### config.mk
export PLATFORM = sky130hd
export DESIGN_NAME = decode_stage
export DESIGN_NICKNAME = d
export VERILOG_FILES = /design/src/hw/idu_pkg.sv /design/src/hw/decode_stage.sv /design/src/hw/dispatcher.sv /design/src/hw/inst_buffer.sv /design/src/hw/inst_decoder.sv
export SDC_FILE = /design/constraint.sdc
export NUM_CORES = 1
export LEC_CHECK = 0
export ABC_AREA = 1
export BUFFER_PORTS_ARGS = -buffer_cell sky130_fd_sc_hd__buf_2
export CORE_ASPECT_RATIO = 0.9
export CORE_UTILIZATION = 50
export CTS_BUF_LIST = sky130_fd_sc_hd__clkbuf_8
export DETAILED_ROUTE_END_ITERATION = 16
export GPL_TIMING_DRIVEN = 0
export PLACE_DENSITY = 0.72
export SLEW_MARGIN = 20
export SYNTH_ARGS = -nofsm -noshare
export SYNTH_HDL_FRONTEND = slang
export SYNTH_SLANG_ARGS = --single-unit
### constraint.sdc
create_clock -name clk -period 5.3 [get_ports clk]
set_input_delay 0.795 -clock clk [delete_from_list [all_inputs] [get_ports clk]]
set_output_delay 0.795 -clock clk [all_outputs]
set_load 0.005 [all_outputs]
### src/hw/idu_pkg.sv
//////////////////////////////
// Shared widths, opcodes and record types of the
// dual-issue RV32I decode stage. Imported by every module.
//////////////////////////////
`default_nettype none

package idu_pkg;

	localparam int XLEN      = 32;
	localparam int LANES     = 2;
	localparam int REG_IDX_W = 5;
	localparam int BUF_DEPTH = 4;
	localparam int CREDIT_W  = 3;
	localparam int PTR_W     = $clog2(BUF_DEPTH);

	// RV32I major opcodes
	localparam logic [6:0] OPC_LUI    = 7'b0110111;
	localparam logic [6:0] OPC_AUIPC  = 7'b0010111;
	localparam logic [6:0] OPC_JAL    = 7'b1101111;
	localparam logic [6:0] OPC_JALR   = 7'b1100111;
	localparam logic [6:0] OPC_BRANCH = 7'b1100011;
	localparam logic [6:0] OPC_LOAD   = 7'b0000011;
	localparam logic [6:0] OPC_STORE  = 7'b0100011;
	localparam logic [6:0] OPC_OP_IMM = 7'b0010011;
	localparam logic [6:0] OPC_OP     = 7'b0110011;

	typedef enum logic [2:0] {
		OP_ALU,
		OP_LUI,
		OP_AUIPC,
		OP_JAL,
		OP_JALR,
		OP_BRANCH,
		OP_LOAD,
		OP_STORE
	} op_class_t;

	// Lane 1 sits at pc + 4
	typedef struct packed {
		logic [XLEN-1:0]            pc;
		logic [LANES-1:0][XLEN-1:0] inst;
	} fetch_pair_t;

	typedef struct packed {
		logic [XLEN-1:0]      pc;
		op_class_t            op;
		logic [REG_IDX_W-1:0] rd;
		logic                 rd_vld;
		logic [REG_IDX_W-1:0] rs1;
		logic                 rs1_vld;
		logic [REG_IDX_W-1:0] rs2;
		logic                 rs2_vld;
		logic [XLEN-1:0]      imm;
		logic                 illegal;
	} decoded_t;

	typedef struct packed {
		logic                 valid;
		logic [XLEN-1:0]      pc;
		op_class_t            op;
		logic [REG_IDX_W-1:0] rd;
		logic                 rd_vld;
		logic [REG_IDX_W-1:0] rs1;
		logic [REG_IDX_W-1:0] rs2;
		logic [XLEN-1:0]      imm;
		logic                 exception;
	} issue_t;

endpackage

`default_nettype wire

### src/hw/decode_stage.sv
//////////////////////////////
// Decode stage top level.
// Fetch pairs enter under credit flow control and
// leave as one issue record per lane.
//////////////////////////////
`timescale 1ns/100ps
`default_nettype none

module decode_stage
	import idu_pkg::*;
(
	input  logic                clk,
	input  logic                rst_n,
	input  logic                fetch_valid,
	input  fetch_pair_t         fetch,
	output logic [CREDIT_W-1:0] credit_return,
	input  logic                flush,
	output issue_t [LANES-1:0]  issue
);

	logic                 head_vld;
	fetch_pair_t          head;
	logic                 lane0_done;
	logic [LANES-1:0]     issue_mask;
	decoded_t [LANES-1:0] dec;

	inst_buffer i_inst_buffer (
		.clk           (clk),
		.rst_n         (rst_n),
		.fetch_valid   (fetch_valid),
		.fetch         (fetch),
		.flush         (flush),
		.issue_mask    (issue_mask),
		.head_vld      (head_vld),
		.head          (head),
		.lane0_done    (lane0_done),
		.credit_return (credit_return)
	);

	for (genvar i = 0; i < LANES; i++) begin : g_dec
		inst_decoder #(
			.LANE (i)
		) i_inst_decoder (
			.head (head),
			.dec  (dec[i])
		);
	end

	dispatcher i_dispatcher (
		.clk        (clk),
		.rst_n      (rst_n),
		.head_vld   (head_vld),
		.lane0_done (lane0_done),
		.dec        (dec),
		.flush      (flush),
		.issue_mask (issue_mask),
		.issue      (issue)
	);

endmodule

`default_nettype wire

### src/hw/dispatcher.sv
//////////////////////////////
// Dual-issue dispatcher.
// Picks which lanes of the head pair go to execute,
// feeds the mask back to the buffer and registers
// the issued lanes for the execute stage.
//////////////////////////////
`timescale 1ns/100ps
`default_nettype none

module dispatcher
	import idu_pkg::*;
(
	input  logic                   clk,
	input  logic                   rst_n,
	input  logic                   head_vld,
	input  logic                   lane0_done,
	input  decoded_t [LANES-1:0]   dec,
	input  logic                   flush,
	output logic [LANES-1:0]       issue_mask,
	output issue_t [LANES-1:0]     issue
);

	logic                 go;
	logic                 raw_dep;
	logic                 hold_lane1;
	issue_t [LANES-1:0]   pay_q;

	assign go = head_vld && !flush;

	// Lane 1 reads what lane 0 writes
	assign raw_dep = dec[0].rd_vld &&
		((dec[1].rs1_vld && dec[1].rs1 == dec[0].rd) ||
		 (dec[1].rs2_vld && dec[1].rs2 == dec[0].rd));

	assign hold_lane1 = dec[0].illegal || raw_dep;

	assign issue_mask[0] = go && !lane0_done;
	assign issue_mask[1] = go && (lane0_done || !hold_lane1);

	// Payload holds the last issued lane, valid is updated every cycle
	always_ff @(posedge clk or negedge rst_n) begin
		if (!rst_n) begin
			pay_q <= '0;
		end else begin
			for (int i = 0; i < LANES; i++) begin
				pay_q[i].valid <= issue_mask[i];
				if (issue_mask[i]) begin
					pay_q[i].pc        <= dec[i].pc;
					pay_q[i].op        <= dec[i].op;
					pay_q[i].rd        <= dec[i].rd;
					pay_q[i].rd_vld    <= dec[i].rd_vld;
					pay_q[i].rs1       <= dec[i].rs1;
					pay_q[i].rs2       <= dec[i].rs2;
					pay_q[i].imm       <= dec[i].imm;
					pay_q[i].exception <= dec[i].illegal;
				end
			end
		end
	end

	assign issue = pay_q;

endmodule

`default_nettype wire

### src/hw/inst_buffer.sv
//////////////////////////////
// Instruction buffer between fetch and decode.
// Holds fetch pairs, returns a credit per entry popped
// or flushed, and tracks a head pair split across cycles.
//////////////////////////////
`timescale 1ns/100ps
`default_nettype none

module inst_buffer
	import idu_pkg::*;
(
	input  logic                clk,
	input  logic                rst_n,
	input  logic                fetch_valid,
	input  fetch_pair_t         fetch,
	input  logic                flush,
	input  logic [LANES-1:0]    issue_mask,
	output logic                head_vld,
	output fetch_pair_t         head,
	output logic                lane0_done,
	output logic [CREDIT_W-1:0] credit_return
);

	fetch_pair_t         mem [BUF_DEPTH];
	logic [PTR_W-1:0]    wr_ptr;
	logic [PTR_W-1:0]    rd_ptr;
	logic [CREDIT_W-1:0] count;
	logic [LANES-1:0]    need_mask;
	logic                push;
	logic                pop;

	assign head_vld = (count != '0);
	assign head     = mem[rd_ptr];

	// Lanes still owed by the head entry
	assign need_mask = lane0_done ? 2'b10 : 2'b11;
	assign pop       = head_vld && ((issue_mask & need_mask) == need_mask);
	assign push      = fetch_valid && !flush;

	// A pair arriving with flush is dropped too, so its credit goes back
	assign credit_return = flush ? count + CREDIT_W'(fetch_valid) : CREDIT_W'(pop);

	always_ff @(posedge clk) begin
		if (push) begin
			mem[wr_ptr] <= fetch;
		end
	end

	always_ff @(posedge clk or negedge rst_n) begin
		if (!rst_n) begin
			wr_ptr     <= '0;
			rd_ptr     <= '0;
			count      <= '0;
			lane0_done <= 1'b0;
		end else if (flush) begin
			wr_ptr     <= '0;
			rd_ptr     <= '0;
			count      <= '0;
			lane0_done <= 1'b0;
		end else begin
			if (push) begin
				wr_ptr <= (wr_ptr == PTR_W'(BUF_DEPTH - 1)) ? '0 : wr_ptr + 1'b1;
			end
			if (pop) begin
				rd_ptr     <= (rd_ptr == PTR_W'(BUF_DEPTH - 1)) ? '0 : rd_ptr + 1'b1;
				lane0_done <= 1'b0;
			end else if (head_vld && !lane0_done && issue_mask == 2'b01) begin
				// Lane 1 held back, decode it again next cycle
				lane0_done <= 1'b1;
			end
			count <= count + CREDIT_W'(push) - CREDIT_W'(pop);
		end
	end

endmodule

`default_nettype wire

### src/hw/inst_decoder.sv
//////////////////////////////
// RV32I decoder for one issue lane.
// Purely combinational; LANE picks the instruction
// out of the head pair and the PC offset.
//////////////////////////////
`timescale 1ns/100ps
`default_nettype none

module inst_decoder
	import idu_pkg::*;
#(
	parameter int LANE = 0
) (
	input  fetch_pair_t head,
	output decoded_t    dec
);

	logic [XLEN-1:0] inst;
	logic [6:0]      opcode;
	logic [XLEN-1:0] imm_i;
	logic [XLEN-1:0] imm_s;
	logic [XLEN-1:0] imm_b;
	logic [XLEN-1:0] imm_u;
	logic [XLEN-1:0] imm_j;

	assign inst   = head.inst[LANE];
	assign opcode = inst[6:0];

	// Immediate formats, sign bit is always inst[31]
	assign imm_i = {{20{inst[31]}}, inst[31:20]};
	assign imm_s = {{20{inst[31]}}, inst[31:25], inst[11:7]};
	assign imm_b = {{19{inst[31]}}, inst[31], inst[7], inst[30:25], inst[11:8], 1'b0};
	assign imm_u = {inst[31:12], 12'b0};
	assign imm_j = {{11{inst[31]}}, inst[31], inst[19:12], inst[20], inst[30:21], 1'b0};

	always_comb begin
		dec         = '0;
		dec.pc      = head.pc + XLEN'(4 * LANE);
		dec.op      = OP_ALU;
		dec.rd      = inst[11:7];
		dec.rs1     = inst[19:15];
		dec.rs2     = inst[24:20];
		case (opcode)
			OPC_LUI, OPC_AUIPC: begin
				dec.op     = (opcode == OPC_LUI) ? OP_LUI : OP_AUIPC;
				dec.rd_vld = 1'b1;
				dec.imm    = imm_u;
			end
			OPC_JAL: begin
				dec.op     = OP_JAL;
				dec.rd_vld = 1'b1;
				dec.imm    = imm_j;
			end
			OPC_JALR, OPC_LOAD, OPC_OP_IMM: begin
				if (opcode == OPC_JALR) begin
					dec.op = OP_JALR;
				end else if (opcode == OPC_LOAD) begin
					dec.op = OP_LOAD;
				end
				dec.rd_vld  = 1'b1;
				dec.rs1_vld = 1'b1;
				dec.imm     = imm_i;
			end
			OPC_BRANCH: begin
				dec.op      = OP_BRANCH;
				dec.rs1_vld = 1'b1;
				dec.rs2_vld = 1'b1;
				dec.imm     = imm_b;
			end
			OPC_STORE: begin
				dec.op      = OP_STORE;
				dec.rs1_vld = 1'b1;
				dec.rs2_vld = 1'b1;
				dec.imm     = imm_s;
			end
			OPC_OP: begin
				dec.rd_vld  = 1'b1;
				dec.rs1_vld = 1'b1;
				dec.rs2_vld = 1'b1;
			end
			default: begin
				dec.illegal = 1'b1;
			end
		endcase
		// Writes to x0 are discarded
		if (dec.rd == '0) begin
			dec.rd_vld = 1'b0;
		end
	end

endmodule

`default_nettype wire

After elaboration in Yosys (flattened, before gate mapping)
Memories as Yosys holds them, arrays and structs flattened.
Index checks and enable logic that the tools add are counted.

word-level totals
  register bits = 178
  RAM bits = 384
  input bits = 100
  output and inout bits = 173
  word-level logic and storage cells = 118
  memories kept = 1

memories
  memory             depth  width  read ports  clocked after Yosys merged registers in  wr ports  RTL line           text
  i_inst_buffer.mem  4      96     1           0                                        1         inst_buffer.sv:24  fetch_pair_t mem [BUF_DEPTH];

cells by class
  add/subtract/negate cells = 6
  equality and inequality tests = 24
  multiplexer cells = 32
  bitwise gates (word level) = 1
  reduce and logical (&&, ||, !) cells = 32

operator list
  cell                   number
  $pmux 32 s5            2
  $eq 7x6->1 const B     6
  $eq 7x7->1 const B     6
  $add 32x3->32 const B  1
  $pmux 3 s5             2
  $eq 7x5->1 const B     4
  $mux 3                 6
  $reduce_or 9->1        2
  $mux 2                 8
  $eq 7x2->1 const B     2
  $mux 1                 14
  $reduce_or 7->1        2
  $eq 5x5->1             2
  $logic_and 1x1->1      10
  $logic_not 5->1        2
  $reduce_or 3->1        3
  $add 3x1->3            2
  $reduce_bool 3->1      2
  $reduce_or 6->1        1
  $add 2x1->2 const B    2
  $eq 2x2->1 const B     2
  $reduce_bool 2->1      2
  $reduce_or 2->1        2
  $logic_not 1->1        3
  5 further kinds        7

Longest topological paths before layout
Gate-level depths: netlist of run 1.
An unclocked memory read counts as a cell.

  depth in word-level cells = 16
  mapped depth = 28
  mapped depth without buffers = 24

Cells and area by module
A second synthesis of run 1 with hierarchy kept.

second synthesis, totals
  cell total of the unflattened synthesis = 2269
  area, all modules = 24059.3 µm²

by module, submodules not included
  module                                   instances  cells an instance  area each (µm²)  sequential area each (µm²)
  inst_buffer                              1          1000               14777.9          11731.3
  dispatcher                               1          776                6752.7           4254.1
  inst_decoder at g_dec[1].i_inst_decoder  1          317                1569.0           0.0
  inst_decoder at g_dec[0].i_inst_decoder  1          176                959.7            0.0

Worst setup path after synthesis of run 1
Ideal clock, no wire load.

  kind = input to register
  start point = in fetch_valid
  end point = mem i_inst_buffer.mem[0][0] (netlist name) (enable)
  library setup time = 551 ps
  data arrival time = 5110 ps
  data required time = 4749 ps
  path slack = -361 ps
  stages = 4
  buffers on the path = 0
  cells stage by stage = inv_1 > nor2_1 > inv_1 > nor2_1

between the ends
  cells in the longest elaborated chain, start to end = 3

ends and longest elaborated chain
  what                          RTL line            text
  start: declaration            decode_stage.sv:14  input logic fetch_valid,
  $logic_and 1x1->1             inst_buffer.sv:38   assign push = fetch_valid && !flush;
  $mux 1                        inst_buffer.sv:44   if (push) begin
  $mux 1 (not written as such)  inst_buffer.sv:45   mem[wr_ptr] <= fetch;
  end: declaration              inst_buffer.sv:24

Every way passes these cells.

Worst setup path after layout of run 1
  start point = reg i_inst_buffer.rd_ptr[1]
  end point = out credit_return[0]

between the ends
  cells in the longest elaborated chain, start to end = 15
  elaborated cells on any way between the ends = 40
  those cells by class = eq/ne (18); mux (6); bitwise (1); reduce/logical (14); memory (1)

ends and longest elaborated chain
  what                                                                 RTL line                            text
  start: declaration                                                   inst_buffer.sv:26                   logic [PTR_W-1:0] rd_ptr;
  start signal: assignment                                             inst_buffer.sv:65                   rd_ptr <= (rd_ptr == PTR_W'(BUF_DEPTH - 1)) ? '0 : rd_ptr + 1'b1;
  $mem_v2 4x96 (*)                                                     n/a
  $eq 7x5->1 (tied with other cells)                                   inst_decoder.sv:43                  case (opcode)
  $reduce_or 6->1 (no source line) or $reduce_or 3->1 (tied branches)  n/a
  $mux 1                                                               inst_decoder.sv:43
  $logic_and 1x1->1, on equally long branches                          dispatcher.sv:32, dispatcher.sv:33
  $logic_or 1x1->1                                                     dispatcher.sv:32                    ((dec[1].rs1_vld && dec[1].rs1 == dec[0].rd) ||
  $logic_and 1x1->1                                                    dispatcher.sv:31                    assign raw_dep = dec[0].rd_vld &&
  $logic_or 1x1->1 (*)                                                 dispatcher.sv:35                    assign hold_lane1 = dec[0].illegal || raw_dep;
  $logic_not 1->1 (*)                                                  dispatcher.sv:38                    assign issue_mask[1] = go && (lane0_done || !hold_lane1);
  $logic_or 1x1->1 (*)                                                 dispatcher.sv:38
  $logic_and 1x1->1 (*)                                                dispatcher.sv:38
  $and 2x2->2 (*)                                                      inst_buffer.sv:37                   assign pop = head_vld && ((issue_mask & need_mask) == need_mask);
  $eq 2x2->1 (*)                                                       inst_buffer.sv:37
  $logic_and 1x1->1 (*)                                                inst_buffer.sv:37
  $mux 3 (*)                                                           inst_buffer.sv:41                   assign credit_return = flush ? count + CREDIT_W'(fetch_valid) : CREDIT_W'(pop);
  end: declaration                                                     decode_stage.sv:16                  output logic [CREDIT_W-1:0] credit_return,

Mark *: on every way between the ends. The rest lies on a longest branch, timed or not.

==> results of run 1 <==
==> cell type report <==
class                   count  area (µm²)
diodes                      3        7.51
clock inverters            62         334
flip-flops and latches    562       16000
repair buffers            295        1910
well taps                 608         761
plain buffers             100         602
fillers                  3729       17900
inverters                  76         285
clock buffers             105        1450
multi-input cells        1330        6170
==> registers in the layout, indices dropped and copies added (netlist names) <==
name,flops
i_inst_buffer.mem,384
i_inst_buffer.count,3
i_inst_buffer.wr_ptr,2
i_inst_buffer.rd_ptr,2
i_dispatcher.issue,170
i_inst_buffer.lane0_done,1
==> through the flow <==
stage	util, %	hold slack [ps]	instance area, µm²
2_1_floorplan	-	472	23000
3_3_place_gp	55.4	459	25100
3_5_place_dp	56.7	461	25700
4_1_cts	60.6	283	27500
5_1_grt	60.6	295	27500
6_report	60.6	335	27500
==> cells in the final DEF, fill, tap and decap left out, types with 13 or more instances in the layout <==
master	n
nand2_1	692
edfxtp_1	384
buf_2	300
dfrtp_1	178
o21ai_0	141
nand3_1	131
nor2_1	108
inv_1	105
clkbuf_8	105
o21ai_1	48
a21oi_1	46
clkbuf_1	38
o22ai_1	21
buf_6	19
xor2_1	18
clkinv_1	14
buf_16	13
==> logic make-up (layout without fill, tap and decap cells) <==
| logic type | Yosys count | after routing | share of synthesized area (%) |
|---|---|---|---|
| simple gates | 986 | 986 | 17.5 |
| flops | 562 | 562 | 69.5 |
| compound gates | 307 | 307 | 7.55 |
| buf+inv | 176 | 638 | 3.86 |
| xor+xnor | 26 | 26 | 0.990 |
| fa+ha+maj | 11 | 11 | 0.631 |
| other cells | 0 | 3 | 0 |
==> power by group through the flow <==
stage	registers, mW	clock network, mW	logic (mW)
2_1_floorplan	5.66	0	1.46
3_3_place_gp	5.71	0	2.70
3_5_place_dp	5.70	0	2.81
4_1_cts	5.62	3.67	2.83
5_1_grt	5.67	3.86	3.13
6_report	5.63	3.64	2.84
==> path summary, 6_finish.rpt <==
check	to	slack [ps]	cells past startpoint
worst max-delay path	credit_return[0]	540	18
worst min-delay path	i_inst_buffer.mem[1][45]	340	1
worst max register to register	i_inst_buffer.count[2]	920	24
worst min register to register	i_dispatcher.issue[26]	480	2
max in group asynchronous	i_dispatcher.issue[75]	3610	4
min in group asynchronous	i_dispatcher.issue[101]	620	2
==> layer usage <==
| metal | track usage [%] | vias up | part of all wire, % |
|---|---|---|---|
| met5 | 0 | - | 0.064 |
| met3 | 6.33 | 128 | 9.2 |
| li1 | - | 7894 | - |
| met2 | 44.8 | 857 | 47 |
| met4 | 9.71 | 6 | 2.7 |
| met1 | 38.5 | 8451 | 41 |
==> repair_timing <==
| item | in CTS | in global routing |
|---|---|---|
| setup buffers | 0 | 0 |
| hold endpoints to repair | 45 | 0 |
| hold buffers | 1 | 0 |
==> impl_results.md, run 1 <==
* RSZ-0062 raised after global routing: no
* Setup CP Type: reg2out
* Slew @ Worst Pin at 917 ps
* Worst setup SP type: flop
* Sequential power share at 46.5%
* Drt total wl at 66,000 µm
* Global-route wire length before repair at 98,500 µm
* Gate power share at between 20% and 30%
* Reg clk slew, reported paths at 70 ps
* CTS sink count at between 500 and 600
* Worst Path Arrival at 3960 ps
* Final nets at 2,565
* Crit path max-delay family: buffers and inverters
* Cell taking the most area after synthesis: edfxtp_1
* Cell Area, Synth at 0.0230 mm²
* H-tree depth at 3
* Row cnt at 74
* P_int at 8.20 mW
* Minimum clock period at between 4000 and 5000 ps
* Remaining Overflow, GRT at 0
* Final Total Pwr at 12.1 mW
* Final Hold Vio Count at 0
* HP Start: fetch[45]
* DRC errors left at 0
* Outcome: complete, no violations
* Gr usage total at 28.2%
* Largest cells by area after synthesis: edfxtp_1, dfrtp_1, nand2_1, o21ai_0, nand3_1
* Ports at ~270
* Setup TNS at 0 ps
* Post-cts resize count at 0
* Post-detail-place hpwl at 47,000 µm
* Synth Flop Type: edfxtp_1
* Crit-path max cell delay at approximately 520 ps
* Via/cell ratio at roughly 5.5
* DRT iter0 DRCs at about 1,700
* Worst EP required at 4510 ps
* Die footprint at 0.0469 mm²
* Part of the cycle the worst path needs at 89.8%
* CP most frequent cell: nand2_1
* Avg Cell Area, Syn at 11.1 µm²
* Core area at ~0.045 mm²
* Routed vias at 17,336
* Yosys warns at 0
* Largest net degree at the start of global routing at between 70 and 80
* Placed insts at about 3,000
* Max cap viols at 0
* Syn_nets at between 2,000 and 2,500
* Switching power at 3.91 mW
* Number of port buffers at 272
* RR Startpoint: i_inst_buffer.rd_ptr[1]
* Placer Congestion at 0.935
* Vias in the first global route at 16,606
* Highest fanout seen on the critical path at 10
* Worst-Skew Late Latency at about 680 ps
* Final setup fails at 0
* Root Buffer Master: clkbuf_8
* Yosys cell types at 51
* Worst slack, placed at roughly 1000 ps
* Initial Util at approximately half
* PD cells at 440 mW/mm²
* Max Clock Skew at 31.8 ps
* CP cell instances: buf_2 -> buf_1 -> nand3_1 -> nand2_1 -> inv_1 -> nand2_1 -> nand4_1 -> nor2_1 -> nand2_1 -> nand2_1 -> nand2_1 -> nand2_2 -> nand2_4 -> nand2_8 -> buf_12 -> buf_6 -> nand2_1 -> buf_2
* Hold Crit Class: in2reg
* Clk pwr share at 30.1%
* Die Y at 206 µm
* Switching share of power at 32.3%
* Final setup margin at 541 ps
* CTS tree: yes
* Top-count cell post-synth: nand2_1
* CP startpoint: i_inst_buffer.rd_ptr[1]
* Slew Limit Fails at 0
* CP bufs+invs at 6
* Cell count after synthesis at around 2,100
* DR pass1 iterations at 8
* Slew headroom at 38.5%
* TritonCTS Buffers at slightly below 90
* Longest Clk Path Bufs at 3
* P_leak at roughly 12 nW
* Worst vdd ir at 0.283 mV
* Post-synth EDFFs at 384
* FF+latch count, synth at 562
* Area growth syn-to-layout at 19.5%
* Share of layout cells above drive strength 1 at 20.2%
* Seq/Total Area, Yosys at 69.5%
* Chip width at 228 µm
* CP Capture Type: primary output
* Top cells by count, synth: nand2_1, edfxtp_1, dfrtp_1
* Synth top area share at 50.1%
* Initial antenna violation count at 6
* CP max stage cell: buf_1
* Non-Filler Instances at 3,141
* FMAX at 210 MHz
* Post-DRT Antenna Nets at 0
* Routed len/inst at 21.0 µm
* Post-synth ARST share at roughly a third
Power figures use the tool's default switching activity.
==> inputs of run 2 (changes only) <==
- CORE_UTILIZATION: 50 -> 60
- PLACE_DENSITY: 0.72 -> 0.81
- clock period: 5.3 -> 4.9 ns (I/O delays scaled with it)
==> impl_results.md, run 2 (same netlist as run 1, synthesis figures left out) <==
* Share of layout cells above drive strength 1 at 20.7% (+0.41 points)
* Final setup margin at 267 ps (-274 ps)
* Post-detail-place hpwl at 45,800 µm (-2.6%)
* DRC errors left at 0 (unchanged)
* Chip width at 208 µm (-8.6%)
* CTS sink count at 562 (unchanged)
* Routed len/inst at 21.5 µm (+2.2%)
* DRT iter0 DRCs at 1,882 (+11%)
* Final core utilization at 73.1% (+12 points)
* Placer Congestion at 0.919 (-1.7%)
* Max Clock Skew at 24.5 ps (-7.32 ps)
* FMAX at between 200 and 250 MHz
* Global-route wire length before repair at 98,000 µm (-0.48%)
* Area growth syn-to-layout at 19.0%
* Largest Register: i_inst_buffer.mem
* Worst-Skew Late Latency at 650 ps (-30 ps)
* Via/cell ratio at 5.86 (+6.2%)
* CP Capture Type: primary output
* Vias in the first global route at 17,139 (+3.2%)
* Worst vdd ir at 0.284 mV (+0.20%)
* Max reg flops at 384 (unchanged)
* CTS tree: yes
* Leading cell type in the layout, fill and taps excluded: nand2_1
* PD cells at 479 mW/mm² (+8.8%)
* Post-DRT Antenna Nets at 0 (unchanged)
* Slew headroom at 41.4% (+2.9 points)
* Part of the cycle the worst path needs at 94.5%
* Longest Clk Path Bufs at 3 (unchanged)
* TritonCTS Buffers at 86 (-3.4%)
* Slew Limit Fails at 0 (unchanged)
* Max cap viols at 0 (unchanged)
* Minimum clock period at roughly 4600 ps
* Hold Crit Class: in2reg
* Non-Filler Instances at 3,017 (-3.9%)
* Initial Util at 61.4% (+11 points)
* Initial antenna violation count at 12 (+6)
* Final setup fails at 0 (unchanged)
* Routed vias at 17,687 (+2.0%)
* Die footprint at 0.0391 mm² (-17%)
* Worst EP required at 4160 ps (-350 ps)
* Worst Path Arrival at 3900 ps (-60 ps)
* Worst setup SP type: flop
* Final nets at 2,561 (-0.16%)
* Post-cts resize count at 0 (unchanged)
* Number of port buffers at 272 (unchanged)
* Slew @ Worst Pin at 879 ps (-37.4 ps)
* Largest net degree at the start of global routing at 73 (-2.7%)
* RSZ-0062 raised after global routing: no
* Reg clk slew, reported paths at 70 ps (about the same)
* P_leak at 11.9 nW (-0.23%)
* Die Y at 188 µm (-8.6%)
* Highest fanout seen on the critical path at 10 (unchanged)
* Root Buffer Master: clkbuf_8
* Most frequent cells in the layout: nand2_1, edfxtp_1, buf_2
* Worst R2R Path Depth at 25 (+4.2%)
* Fill count at 2,530 (-32%)
* Worst slack, placed at 661 ps (-336 ps)
* Drt total wl at 64,800 µm (-1.8%)
* H-tree depth at 3 (unchanged)
* Gr usage total at 33.5% (+5.3 points)
* Outcome: complete, no violations
* Row cnt at 67 (-9.5%)
* Core area at 0.0375 mm² (-17%)
* # Post-CTS Setup Buffers at 0 (unchanged)
* Remaining Overflow, GRT at 0 (unchanged)
* Hold Path Stages at 1 (unchanged)
* Final Hold Vio Count at 0 (unchanged)
* Ports at 273 (unchanged)
* Setup TNS at 0 ps (unchanged)
* DR pass1 iterations at 5 (-3)
* Placed insts at 2,845 (-4.2%)
* Setup CP Type: reg2out
-- run 2: repair_timing --
item                                   4_1_cts  5_1_grt
setup endpoints to repair                    0        1
endpoints found under the hold margin       40        0
hold buffers                                 1        0
-- run 2: cell type report --
cell class                 count  area [µm²]  share of cell area [%]
tap                          483         604                    2.21
clock buffer                 106        1460                    5.33
inverter                      76         285                    1.04
sequential                   562       16000                    58.4
antenna                       11        27.5                   0.101
multi-input combinational   1330        6170                    22.5
buffer                        99         598                    2.18
clock inverter                55         320                    1.17
timing repair buffer         295        1930                    7.06
-- run 2: critical path, cell delays in order (launching register included) --
cell and delay (ps):
dfrtp_1 410, inv_1 220, buf_4 250, buf_2 260, nand3_1 100, nand2_1 290, inv_1 240, nand2_1 100
nand4_1 90, nor2_1 140, nand2_1 70, nand2_1 80, nand2_1 70, nand2_2 80, nand2_4 100, nand2_8 130
buf_12 170, buf_6 170, nand2_1 100, buf_2 140
-- run 2: metrics by stage --
| stage | hold slack (ps) | area [µm²] | total power, mW |
|---|---|---|---|
| finish | 291 | 27400 | 13.1 |
| global route | 261 | 27400 | 13.7 |
| CTS | 259 | 27400 | 13.1 |
| detailed placement | 460 | 25600 | 9.17 |
| global placement | 459 | 25000 | 9.04 |
| floorplan | 439 | 23000 | 7.69 |
-- run 2: path summary, 6_finish.rpt --
check	from	endpoint	slack, ps
min in group asynchronous	rst_n	i_dispatcher.issue[103]	550
setup / recovery	i_inst_buffer.rd_ptr[1]	credit_return[0]	270
hold reg to reg	i_dispatcher.issue[16]	i_dispatcher.issue[16]	480
hold / removal	fetch[92]	i_inst_buffer.mem[1][92]	290
max in group asynchronous	rst_n	i_dispatcher.issue[19]	3270
setup reg to reg	i_inst_buffer.rd_ptr[1]	i_inst_buffer.count[2]	620
-- run 2: report_power, final --
part / switching, mW / total [mW] / internal, mW
logic: 2.01 / 3.08 / 1.07
registers: 0.398 / 6.09 / 5.69
clock network: 1.82 / 3.95 / 2.12
-- run 2: routing by layer --
metal / wire, µm / track usage (%) / up-vias
met5: 42 / 0 / -
met4: 2290 / 13.6 / 8
met3: 7110 / 8.49 / 171
met2: 30200 / 52.2 / 1054
met1: 25200 / 45.4 / 8562
li1: - / - / 7892
==> inputs of run 3 (changes only) <==
- ABC_AREA: 1 -> 0
==> impl_results.md, run 3 <==
* Outcome: complete, no violations
* H-tree depth at 3 (unchanged)
* FF+latch count, synth at 562 (unchanged)
* Via/cell ratio at 5.92 (+0.93%)
* Post-synth ARST share at 31.7% (unchanged)
* TritonCTS Buffers at 85 (-1.2%)
* Final Total Pwr at 12.9 mW (-1.8%)
* Yosys warns at 0 (unchanged)
* Yosys cell types at 57 (+12%)
* Most frequent cells in the layout: edfxtp_1, buf_2, nand2_1
* Longest Clk Path Bufs at 3 (unchanged)
* Ports at 273 (unchanged)
* Reg2reg setup slack at 460 ps (-160 ps)
* Die footprint at 0.0377 mm² (-3.6%)
* Seq/Total Area, Yosys at 72.1% (+2.6 points)
* Row cnt at 66 (-1.5%)
* Simple-Gate Fraction of Synth Area at 6.30% (-11 points)
* DRT iter0 DRCs at 1,045 (-44%)
* Remaining Overflow, GRT at 0 (unchanged)
* Hold Crit Class: in2reg
* Area growth syn-to-layout at 17.4%
* Initial antenna violation count at 7 (-5)
* Die Y at 184 µm (-1.8%)
* Root Buffer Master: clkbuf_8
* Drt total wl at 53,600 µm (-17%)
* Minimum clock period at 4620 ps (-16.4 ps)
* Worst EP required at 4160 ps (about the same)
* Avg Cell Area, Syn at 16.5 µm² (+48%)
* Highest fanout seen on the critical path at 16 (+6)
* Synth Flop Type: edfxtp_1
* Post-Synth Adder-Cell Area at 0.654% (+0.024 points)
* Slew @ Worst Pin at 981 ps (+102 ps)
* Chip width at 205 µm (-1.8%)
* Post-DRT Antenna Nets at 0 (unchanged)
* Worst-Skew Late Latency at 650 ps (about the same)
* DRC errors left at 0 (unchanged)
* Final setup fails at 0 (unchanged)
* Placer Congestion at 0.892 (-3.0%)
* Cell count after synthesis at 1,348 (-35%)
* Routed vias at 13,437 (-24%)
* Main combinational cell family by area after synthesis: multiplexers
* Final core utilization at 71.8% (-1.2 points)
* Setup CP Type: reg2out
* Cell taking the most area after synthesis: edfxtp_1
* P_leak at 10.2 nW (-14%)
* CTS sink count at 562 (unchanged)
* Post-detail-place hpwl at 36,800 µm (-19%)
* Post-synthesis xor/xnor area fraction at 1.62% (+0.63 points)
* Max cap viols at 0 (unchanged)
* Top cells by count, synth: edfxtp_1, nand2_1, dfrtp_1
* Number of port buffers at 272 (unchanged)
* # Post-CTS Setup Buffers at 0 (unchanged)
* Max reg flops at 384 (unchanged)
* Max Clock Skew at 26.5 ps (+1.97 ps)
* Largest Register: i_inst_buffer.mem
* Worst Path Arrival at 3880 ps (-20 ps)
* Vias in the first global route at 13,498 (-21%)
* FMAX at 217 MHz (+0.36%)
* CP Capture Type: primary output
* Leading cell type in the layout, fill and taps excluded: edfxtp_1
* Syn_nets at 1,459 (-33%)
* Top-count cell post-synth: edfxtp_1
* DR pass1 iterations at 5 (unchanged)
* PD cells at 495 mW/mm² (+3.3%)
* Largest cells by area after synthesis: edfxtp_1, dfrtp_1, mux4_2, nand2_1, o21ai_0
* RSZ-0062 raised after global routing: no
* CTS tree: yes
* Largest net degree at the start of global routing at 80 (+9.6%)
* Synth top area share at 52.0% (+1.9 points)
* Complex-gate fraction of the synthesized area at 4.09% (-3.5 points)
* Gr usage total at 29.2% (-4.3 points)
* Routed len/inst at 23.6 µm (+9.9%)
* Worst vdd ir at 0.264 mV (-7.0%)
* Share of layout cells above drive strength 1 at 32.3% (+12 points)
* Initial Util at 61.2% (-0.22 points)
* Cell Area, Synth at 0.0222 mm² (-3.6%)
* Slew headroom at 34.6% (-6.8 points)
* Final nets at 1,828 (-29%)
* Mux contribution to synthesized area at 13.1% (+13 points)
* Final Hold Vio Count at 0 (unchanged)
* Part of the cycle the worst path needs at 94.2% (-0.34 points)
* Worst setup SP type: flop
* Core area at 0.0363 mm² (-3.3%)
* Post-synth EDFFs at 384 (unchanged)
* Slew Limit Fails at 0 (unchanged)
* Global-route wire length before repair at 80,100 µm (-18%)
* Reg clk slew, reported paths at 60 ps (about the same)
==> run 3: cell count changes after synthesis, moves of 20 or more <==
cell,before,now
nand2_1,692,197
nand3_1,131,11
mux4_2,0,94
nor2_1,112,44
o21ai_0,141,77
o21ai_1,48,1
inv_1,69,33
mux2_2,0,27
mux2i_1,0,20
o22ai_1,21,1
==> run 3: area by class of cell <==
cell class	count	area, µm²
Inverter	35	131
Timing Repair Buffer	283	1650
Tap cell	476	596
Buffer	62	347
Clock inverter	64	274
Sequential cell	562	16000
Multi-Input combinational cell	688	5740
Antenna cell	6	15.0
Fill cell	2272	10200
Clock buffer	95	1310
==> run 3: cells by family after synthesis <==
kind of cell	Yosys count
compound gates	157
xor+xnor	41
fa+ha+maj	11
buf+inv	98
flops	562
mux	160
simple gates	319
==> run 3: layer usage <==
layer / up-vias / global-route usage [%] / routed length (µm)
met4: 8 / 10.8 / 1550
met2: 649 / 45.0 / 25600
met5: - / 0 / 40
li1: 5830 / - / -
met1: 6838 / 40.4 / 21700
met3: 112 / 7.89 / 4780
==> run 3: timing repair <==
action	CTS	global route
gates resized for setup	0	1
endpoints found under the setup margin	1	1
endpoints found under the hold margin	45	0
hold buffers	1	0
==> run 3: worst paths after layout <==
check                                   startpoint                  endpoint  depth (start not counted)
max                        i_inst_buffer.rd_ptr[1]          credit_return[0]                         11
min                                      fetch[23]  i_inst_buffer.mem[0][23]                          1
max reg2reg                i_inst_buffer.rd_ptr[1]    i_inst_buffer.count[2]                         18
min reg2reg                 i_dispatcher.issue[69]    i_dispatcher.issue[69]                          2
max in group asynchronous                    rst_n   i_dispatcher.issue[152]                          3
min in group asynchronous                    rst_n   i_dispatcher.issue[118]                          2
==> run 3: stage by stage <==
stage | TNS [ps] | hold WS (ps) | cells | cell area [µm²] | setup WS (ps)
3_3_place_gp | -360520 | 455 | 2096 | 24100 | -964
3_5_place_dp | 0 | 458 | 2106 | 24400 | 45.4
2_1_floorplan | 0 | 439 | 1348 | 22200 | 1030
4_1_cts | 0 | 262 | 2265 | 26000 | 118
6_report | 0 | 298 | 2271 | 26000 | 284
5_1_grt | 0 | 271 | 2268 | 26000 | 136
==> run 3: critical path: stages, from the launching register on <==
cell      delay [ps]
dfrtp_1          360
clkbuf_1         270
buf_2            340
mux4_2           520
xor2_1           220
nor4_1           340
nand4_1          190
a211oi_2         390
or2_1            180
buf_6            190
nand2_1          100
buf_2            140
==> run 3: where the power goes <==
part	leakage (nW)	switching, mW	internal, mW
logic	3.51	1.82	1.42
clock network	0.918	1.77	1.78
registers	5.79	0.355	5.73
